<file path="config.mk">
export PLATFORM = sky130hd
export DESIGN_NAME = board_top
export DESIGN_NICKNAME = d
export VERILOG_FILES = /design/src/hw/board_pkg.sv /design/src/hw/board_top.sv /design/src/hw/column_stack.sv /design/src/hw/drop_select.sv /design/src/hw/key_pulse.sv /design/src/hw/led_matrix_driver.sv
export SDC_FILE = /design/constraint.sdc
export NUM_CORES = 1
export LEC_CHECK = 0
export ABC_CLOCK_PERIOD_IN_PS = 3200
export BUFFER_PORTS_ARGS = -buffer_cell sky130_fd_sc_hd__clkbuf_2
export CORE_MARGIN = 2
export CORE_UTILIZATION = 61
export DETAILED_ROUTE_END_ITERATION = 7
export GPL_TIMING_DRIVEN = 0
export HOLD_SLACK_MARGIN = 0.06
export PLACE_DENSITY = 0.88
export SLEW_MARGIN = 20
export SYNTH_ARGS = -nofsm -noshare
export SYNTH_HDL_FRONTEND = slang
export SYNTH_SLANG_ARGS = --single-unit
</file>
<file path="constraint.sdc">
create_clock -name clk -period 3.2 [get_ports clk]
set_clock_uncertainty 0.15 [all_clocks]
set_input_delay 0.16 -clock clk [delete_from_list [all_inputs] [get_ports clk]]
set_output_delay 0.16 -clock clk [all_outputs]
set_load 0.01 [all_outputs]
</file>
<file path="src/hw/board_pkg.sv">
package board_pkg;

	// Board geometry
	localparam int NUM_COLS = 7;     // Playable columns
	localparam int NUM_ROWS = 8;     // Rows per stack and matrix lines

	// Disc codes held in each cell
	typedef logic [1:0] cell_t;
	localparam cell_t CELL_EMPTY = 2'd0;
	localparam cell_t CELL_RED   = 2'd1;
	localparam cell_t CELL_GREEN = 2'd2;

	typedef logic [NUM_COLS-1:0] col_mask_t;     // One bit per column
	typedef logic [NUM_ROWS-1:0] row_vec_t;      // One bit per matrix line

	// Scan position within a frame
	typedef logic [$clog2(NUM_ROWS)-1:0] row_idx_t;

	// Fill level 0 to NUM_ROWS
	typedef logic [$clog2(NUM_ROWS+1)-1:0] height_t;

	// Count of switches that are up
	typedef logic [$clog2(NUM_COLS+1)-1:0] sel_count_t;

	// Whole column, bottom cell at index 0
	typedef cell_t [NUM_ROWS-1:0] column_cells_t;

	// Whose disc drops next
	typedef enum logic {
		TURN_RED   = 1'b0,
		TURN_GREEN = 1'b1
	} turn_t;

	// One drop request to the stacks
	typedef struct packed {
		logic      valid;     // High for one cycle
		col_mask_t col;       // One-hot target column
		cell_t     color;     // Disc of the player on turn
	} drop_cmd_t;

endpackage

</file>
<file path="src/hw/board_top.sv">
`timescale 1ns/1ps

// Game board core
// Key path, drop decision, seven stacks and the matrix scan
module board_top import board_pkg::*; (
	input  logic      clk,
	input  logic      rst_n,
	input  logic      drop_key_n,       // Drop key, low when pressed
	input  col_mask_t column_sw,        // Column picker switches
	output row_vec_t  red_driver,
	output row_vec_t  green_driver,
	output row_vec_t  row_sink,
	output logic      turn_led,         // Off for red, on for green
	output logic      reject_led        // Bad selection or full column
);

	logic                         press;
	drop_cmd_t                    drop_cmd;
	col_mask_t                    full;           // Full flag per column
	column_cells_t [NUM_COLS-1:0] col_cells;     // Board contents

	key_pulse key_in (
		.clk,
		.rst_n,
		.key_n(drop_key_n),
		.press
	);

	drop_select selector (
		.clk,
		.rst_n,
		.press,
		.column_sw,
		.full,
		.drop_cmd,
		.turn_led,
		.reject_led
	);

	// One stack per playable column
	for (genvar i = 0; i < NUM_COLS; i++) begin : g_col
		logic col_drop;     // Command aimed at this column

		assign col_drop = drop_cmd.valid & drop_cmd.col[i];

		column_stack stack (
			.clk,
			.rst_n,
			.drop(col_drop),
			.color(drop_cmd.color),
			.cells(col_cells[i]),
			.full(full[i])
		);
	end

	led_matrix_driver driver (
		.clk,
		.rst_n,
		.cells(col_cells),
		.red_driver,
		.green_driver,
		.row_sink
	);

endmodule

</file>
<file path="src/hw/column_stack.sv">
`timescale 1ns/1ps

// One board column
// Discs settle from the bottom up
module column_stack import board_pkg::*; (
	input  logic          clk,
	input  logic          rst_n,
	input  logic          drop,      // Place a disc this cycle
	input  cell_t         color,     // Disc to place
	output column_cells_t cells,     // Index 0 at the bottom
	output logic          full       // No room left
);

	height_t  height;     // Discs already in the column
	row_idx_t top_row;    // Lowest empty cell

	// Height never passes NUM_ROWS because a full column is refused upstream
	assign top_row = row_idx_t'(height);

	always_ff @(posedge clk or negedge rst_n) begin
		if (!rst_n) begin
			height <= '0;
			for (int r = 0; r < NUM_ROWS; r++) begin
				cells[r] <= CELL_EMPTY;     // Board starts clear
			end
		end else if (drop) begin
			cells[top_row] <= color;
			height         <= height + height_t'(1);
		end
	end

	assign full = (height == height_t'(NUM_ROWS));

endmodule

</file>
<file path="src/hw/drop_select.sv">
`timescale 1ns/1ps

// Drop decision and turn keeping
// One registered decision per press
module drop_select import board_pkg::*; (
	input  logic      clk,
	input  logic      rst_n,
	input  logic      press,        // One-cycle strobe from the key path
	input  col_mask_t column_sw,    // Raw switch levels
	input  col_mask_t full,         // Full flag of each stack
	output drop_cmd_t drop_cmd,     // To every stack
	output logic      turn_led,     // Low for red, high for green
	output logic      reject_led    // Last press was refused
);

	turn_t      turn;
	sel_count_t sel_count;
	logic       one_sel;
	logic       col_free;
	logic       accept;

	// Command register fields
	logic       cmd_valid;
	col_mask_t  cmd_col;
	cell_t      cmd_color;

	// Count the switches that are up
	always_comb begin
		sel_count = '0;
		for (int c = 0; c < NUM_COLS; c++) begin
			sel_count = sel_count + sel_count_t'(column_sw[c]);
		end
	end

	assign one_sel  = (sel_count == sel_count_t'(1));     // Exactly one column picked
	assign col_free = ~|(column_sw & full);                // Picked column has room
	assign accept   = press & one_sel & col_free;

	always_ff @(posedge clk or negedge rst_n) begin
		if (!rst_n) begin
			cmd_valid  <= 1'b0;
			turn       <= TURN_RED;     // Red opens every game
			reject_led <= 1'b0;
		end else begin
			cmd_valid <= accept;     // Single-cycle strobe
			if (accept) begin
				// Hand over only after a disc is placed
				turn <= (turn == TURN_RED) ? TURN_GREEN : TURN_RED;
			end
			if (press) begin
				reject_led <= ~accept;     // Holds until the next press
			end
		end
	end

	// Target and colour, captured with the strobe
	always_ff @(posedge clk) begin
		if (accept) begin
			cmd_col   <= column_sw;
			cmd_color <= (turn == TURN_RED) ? CELL_RED : CELL_GREEN;
		end
	end

	assign drop_cmd = '{valid: cmd_valid, col: cmd_col, color: cmd_color};
	assign turn_led = (turn == TURN_GREEN);

endmodule

</file>
<file path="src/hw/key_pulse.sv">
`timescale 1ns/1ps

// Drop key conditioning
// Key is active low and asynchronous to clk
module key_pulse (
	input  logic clk,
	input  logic rst_n,
	input  logic key_n,     // Low while held down
	output logic press      // One cycle per press
);

	logic sync_1;     // First synchroniser stage
	logic sync_2;     // Second stage, safe to use
	logic held_q;     // Synced level one cycle back

	always_ff @(posedge clk or negedge rst_n) begin
		if (!rst_n) begin
			sync_1 <= 1'b0;
			sync_2 <= 1'b0;
			held_q <= 1'b0;
			press  <= 1'b0;
		end else begin
			sync_1 <= ~key_n;     // Invert so held reads as 1
			sync_2 <= sync_1;
			held_q <= sync_2;
			// Rising edge of the synced level only
			// A held key gives a single pulse
			press  <= sync_2 & ~held_q;
		end
	end

endmodule

</file>
<file path="src/hw/led_matrix_driver.sv">
`timescale 1ns/1ps

// Row-scanned tricolour matrix
// One row lit per cycle, full frame in NUM_ROWS cycles
module led_matrix_driver import board_pkg::*; (
	input  logic                         clk,
	input  logic                         rst_n,
	input  column_cells_t [NUM_COLS-1:0] cells,          // All stacks
	output row_vec_t                     red_driver,     // Column anodes, red
	output row_vec_t                     green_driver,   // Column anodes, green
	output row_vec_t                     row_sink        // Active low row select
);

	row_idx_t scan_row;     // Row being prepared
	row_vec_t red_next;
	row_vec_t green_next;
	row_vec_t sink_next;

	// Free-running scan counter, wraps every frame
	always_ff @(posedge clk or negedge rst_n) begin
		if (!rst_n) begin
			scan_row <= '0;
		end else begin
			scan_row <= scan_row + row_idx_t'(1);
		end
	end

	// Pick out the scanned row of every column
	always_comb begin
		red_next   = '0;     // Eighth line stays dark
		green_next = '0;
		for (int c = 0; c < NUM_COLS; c++) begin
			red_next[c]   = (cells[c][scan_row] == CELL_RED);
			green_next[c] = (cells[c][scan_row] == CELL_GREEN);
		end
	end

	assign sink_next = ~(row_vec_t'(1) << scan_row);     // Pull one row low

	// Outputs follow the counter by one cycle
	always_ff @(posedge clk or negedge rst_n) begin
		if (!rst_n) begin
			red_driver   <= '0;
			green_driver <= '0;
			row_sink     <= '1;     // All rows off
		end else begin
			red_driver   <= red_next;
			green_driver <= green_next;
			row_sink     <= sink_next;
		end
	end

endmodule

</file>
**After elaboration in Yosys (flattened, before gate mapping)**

Cells that the tools add are included.

- Input bits: 10
- Bits in registers: 181
- Word-level logic and storage cells: 189

- Bitwise gates (word level): 15
- Shifts and indexed selects: 1
- Order comparisons: 15
- Muxes and demuxes: 37
- Equal/unequal tests: 22
- Reduce and logical (&&, ||, !) cells: 9
- $add $sub $neg: 14

Operators with widths:

| cell | number |
|---|---|
| $bwmux W16 | 7 |
| $bmux W2 S3 | 7 |
| $demux W2 S3 | 7 |
| $lt A3 B4 Y1 const B | 8 |
| $mux W2 | 15 |
| $add A4 B1 Y4 const B | 7 |
| $eq A4 B4 Y1 const B | 7 |
| $ge A3 B1 Y1 const B | 7 |
| $add A3 B1 Y3 | 5 |
| $eq A2 B1 Y1 const B | 7 |
| $eq A2 B2 Y1 const B | 7 |
| $and A1 B1 Y1 | 10 |
| $not A8 Y8 | 1 |
| $shl A1 B3 Y8 const A | 1 |
| $and A7 B7 Y7 | 1 |
| $logic_and A1 B1 Y1 | 7 |
| $reduce_or A7 Y1 | 1 |
| $add A3 B1 Y3 const B | 1 |
| $eq A3 B1 Y1 const B | 1 |
| $not A1 Y1 | 3 |
| $add A1 B1 Y2 | 1 |
| $logic_not A1 Y1 | 1 |
| $mux W1 | 1 |

**Depth between registers and ports, before layout**

- Depth after elaboration: 10
- Depth in mapped cells: 11

**Hierarchy**

A second synthesis with hierarchy kept.

- Cell total of the unflattened synthesis: 579
- Area total of the unflattened synthesis: 8564.5 um^2

Modules (own cells, without submodules):

| module | times used | area an instance (um^2) | cells each | seq. area each (um^2) |
|---|---|---|---|---|
| column_stack at g_col[0].stack ... | 6 | 878.3 | 59 | 500.5 |
| led_matrix_driver | 1 | 1707.9 | 117 | 635.6 |
| column_stack at g_col[6].stack | 1 | 880.8 | 59 | 500.5 |
| drop_select | 1 | 544.3 | 36 | 345.3 |
| key_pulse | 1 | 117.6 | 6 | 100.1 |
| board_top | 1 | 43.8 | 7 | 0.0 |

**Least setup slack after synthesis**

Ideal clock, no wire load.

- Path kind: input to register
- Start point: in column_sw[0]
- End point: reg selector.cmd_col[0], enable pin
- Cell stages on the path: 9
- Path slack: -0.406 ns
- Data arrival time: 3.061 ns
- Data required time: 2.655 ns
- Path buffers: 0
- Cell sequence: ha_1 inv_1 fa_1 fa_1 inv_1 ha_1 fa_1 nand4b_1 nor3_1

- Cells in the longest elaborated chain, start to end: 9
- Elaborated cells between the ends (all ways): 12

RTL lines:

| what | RTL line | RTL |
|---|---|---|
| start, declared | board_top.sv:9 | `input col_mask_t column_sw,` |
| $add A1 B1 Y2 | drop_select.sv:31 | `sel_count = sel_count + sel_count_t'(column_sw[c]);` |
| $add A3 B1 Y3 (5 in series) | drop_select.sv:31 |  |
| $eq A3 B1 Y1 | drop_select.sv:35 | `assign one_sel = (sel_count == sel_count_t'(1));` |
| $and A1 B1 Y1 | drop_select.sv:37 | `assign accept = press & one_sel & col_free;` |
| $and A1 B1 Y1 (*) | drop_select.sv:37 |  |
| via selector.accept | drop_select.sv:20 | `logic accept;` |
| end signal, assigned | drop_select.sv:59 | `cmd_col <= column_sw;` |
| end, declared | drop_select.sv:24 | `col_mask_t cmd_col;` |

The timed path passes the listed nets; every way through them passes the cells marked *.
A chain may end at the register's enable or synchronous reset.

**Worst setup path in the final report**

- Start point: in column_sw[0]
- End point: reg selector.cmd_col[2], enable pin

The elaborated chain is that of the path after synthesis.

==> flow_summary.ini <==
[outcome]
status = finished, final reports clean

[synthesis]
syn_area_mm2 = 0.00826
yosys.area_share.adder_pct = 4.21
synth_sequential_area_ratio_pct = 55.5
yosysMostFrequentCell = dfrtp_1
synth_seq_cells = 181
async_reset_ff_share_pct = 95.0
synth_area_leaders = dfrtp_1 50%, mux2_2 14%, mux4_2 7.6%, ha_1 3.5%, edfxtp_1 3.3%
synth_mux_area_share_pct = 24.7
synth_cells = 592
synth_common_cells = 164 x dfrtp_1, 102 x mux2_2, 29 x inv_1, 29 x nor3_1, 28 x mux4_2
synth_edf_count = 9
synth_warnings = 0
yosysTopAreaCellShare_pct = 49.7
yosysTopAreaCell = dfrtp_1
synth_top_family_by_area = multiplexers
synth_cell_types = 31
post_synth_xor_area_fraction_pct = 2.44
synth-simple-area-share_pct = 9.24
synth.avg_cell_area_um2 = 13.9
ys.flop_type = dfrtp_1
synth_compound_area_share_pct = 0.636

[clock_network]
cts_tree = yes
clkTransAtPathRegs_ps = 70
cts.sinks = 181
numCtsBuffers = 17
ctsResizeCount = 0
insertion_delay_ps = 450
htree_levels = 4
cts_max_path_buffers = 2
cts_root_buffer = clkbuf_16

[sta]
finalMaxSlewViolations = 0
slew_headroom_pct = 38.4
finalSetupViolations = 0
rsz0062_at_grt = false
min_period_ps = 3010
finalCritPeriodShare_pct = 94.1
tns_ps = 0
finalHoldViolCount = 0
tightest_slew_ps = 924
fmax_mhz = 332

[critical_path]
crit_type = in2reg
regToRegSetupSlack_ps = 990
cp.required_ps = 3210
startpoint = column_sw[0]
path_max_fanout = 4
timing.rr.start = driver.scan_row[1]
endpoint_kind = flip-flop
r2r_cells = 4
reg2reg_to = driver.red_driver[4]
crit_path_end = selector.cmd_col[2]
critPathArrivalTime_ps = 3020
worstSetupStartpointType = input pin

[place]
place.gp.congestion = 0.852
dp.cells = 804
dpl.hpwl_um = 11600
placed_cell_area_mm2 = 0.00872
io_buffers = 33

[floorplan]
die_w_um = 120
ioPinCount = 36
rows = 42
die_area_mm2 = 0.0145
die_h_um = 120
core-area_mm2 = 0.0132
start_util_pct = 62.4

[power]
power_density_mw_per_mm2 = 659
power_switching_mw = 1.79
leakage_nw = 4.50
p_clk_share_pct = 33.1
swShare_pct = 28.8
combPwrFrac_pct = 19.1
internal-power_mw = 4.42
vdd_drop_max_uv = 446
pwr-share-seq_pct = 47.7

[final_layout]
final_nets = 694
layout-drive-gt1-share_pct = 33.4
antennaDiodeCount = 0
final_area_mm2 = 0.00943
area_delta_synth_final_pct = 14.1
fin_cells = 847
fin_util_pct = 71.2

[route]
dr.first_iter.drc_count = 582
avgRoutedWirePerCell_um = 21.4
route.met2.wl_um = 9590
ant_nets = 0
drt-pass1-iter-count = 5
wirelength_met1_um = 7040
routed_wl_um = 18200
route.detailed.drc = 0
routed.top_layer = met5
vias = 5070
wl_met3_um = 905
vias_per_cell = 5.99

[global_routing]
antenna_found_initial = 1
grt_util_all_layers_pct = 27.6
grt_pass1_wl_um = 29400
grt_overflow = 0
grt_max_degree = 66
grt_pass1_vias = 5452

[min_path]
hold_class = in2async

[run]
drv_cap = 0
## layout make-up
cell class	count	area (um2)
Clock inverter	12	119
Buffer	31	151
Tap cell	176	220
Clock buffer	20	467
Timing Repair Buffer	46	347
Multi-Input combinational cell	351	3420
Inverter	30	113
Sequential cell	181	4580
Fill cell	838	3820
## power by group through the flow
stage | combinational, mW | sequential, mW | clock (mW)
4_1_cts | 1.19 | 2.95 | 2.06
2_1_floorplan | 0.773 | 2.95 | 0
5_1_grt | 1.30 | 3.00 | 2.19
6_report | 1.19 | 2.96 | 2.06
3_5_place_dp | 1.14 | 2.98 | 0
3_3_place_gp | 1.06 | 2.95 | 0
## sequential cells by signal (all words and copies together), names as in the netlist, 2 cells and up
register and flops:
g_col.stack.cells 112, g_col.stack.height 28, driver.row_sink 8, driver.green_driver 7, driver.red_driver 7, selector.cmd_col 7
driver.scan_row 3, selector.cmd_color 2
## worst max-delay path, cell delays in order
cell	delay, ps
clkbuf_2	130
ha_1	310
inv_1	80
fa_1	430
fa_1	500
inv_1	50
ha_1	190
fa_1	400
xnor2_1	180
nand3_1	150
nor3_4	250
buf_4	190
## per-stage QoR
step	worst slack [ps]	total power, mW	hold slack, ps
2_1_floorplan	49.8	3.72	-286
3_3_place_gp	-988	4.01	186
3_5_place_dp	-415	4.12	-10.9
4_1_cts	277	6.20	105
5_1_grt	147	6.50	131
6_report	190	6.21	97.2
## cell usage in the layout (no fill, tap or decap), types with 2 or more instances in the layout
master and count:
clkinv_2 2, clkbuf_1 22, o21a_1 7, clkbuf_8 4, edfxtp_1 9, nor2_1 23, nand2_4 6, or3_1 7
dlygate4sd3_1 9, conb_1 2, nand3_1 15, dfstp_2 8, ha_1 23, mux4_2 28, buf_2 4, buf_6 3
fa_1 3, buf_16 2, mux2_1 17, xor2_1 7, inv_6 3, clkinvlp_4 2, xnor2_1 16, clkinv_4 3
nor3_1 28, inv_1 29, buf_4 3, dfrtp_1 164, nand4b_1 8, nand2_1 21, clkbuf_2 32, or4_1 7
mux2_2 102, clkbuf_16 17, and2_1 14, mux2i_1 7, nand2b_1 7
## layer usage
metal / vias up / GRT usage (%)
met5: - / 0
met4: 2 / 11.8
met3: 53 / 6.13
met2: 163 / 46.7
met1: 2643 / 34.5
li1: 2209 / -
## worst min-delay path by stage
stage / end / depth (start not counted)
3_5_place_dp: g_col[0].stack.height[3] / 1
2_1_floorplan: driver.green_driver[0] / 0
4_1_cts: g_col[0].stack.cells[10] / 2
5_1_grt: g_col[6].stack.height[2] / 2
6_report: g_col[0].stack.cells[11] / 2
3_3_place_gp: key_in.sync_1 / 2
## repair_timing
item / 4_1_cts / 5_1_grt
endpoints found under the hold margin: 107 / 0
hold buffers: 9 / 0
setup endpoints to repair: 9 / 0
setup buffers: 2 / 0
## kinds of logic (layout without fill, tap and decap cells)
| logic type | count (synthesis) | in the layout |
|---|---|---|
| buf+inv | 61 | 139 |
| compound gates | 7 | 7 |
| fa+ha+maj | 26 | 26 |
| simple gates | 139 | 139 |
| other cells | 1 | 2 |
| xor+xnor | 23 | 23 |
| mux | 154 | 154 |
| flops | 181 | 181 |
(Power assumes the default switching activity.)
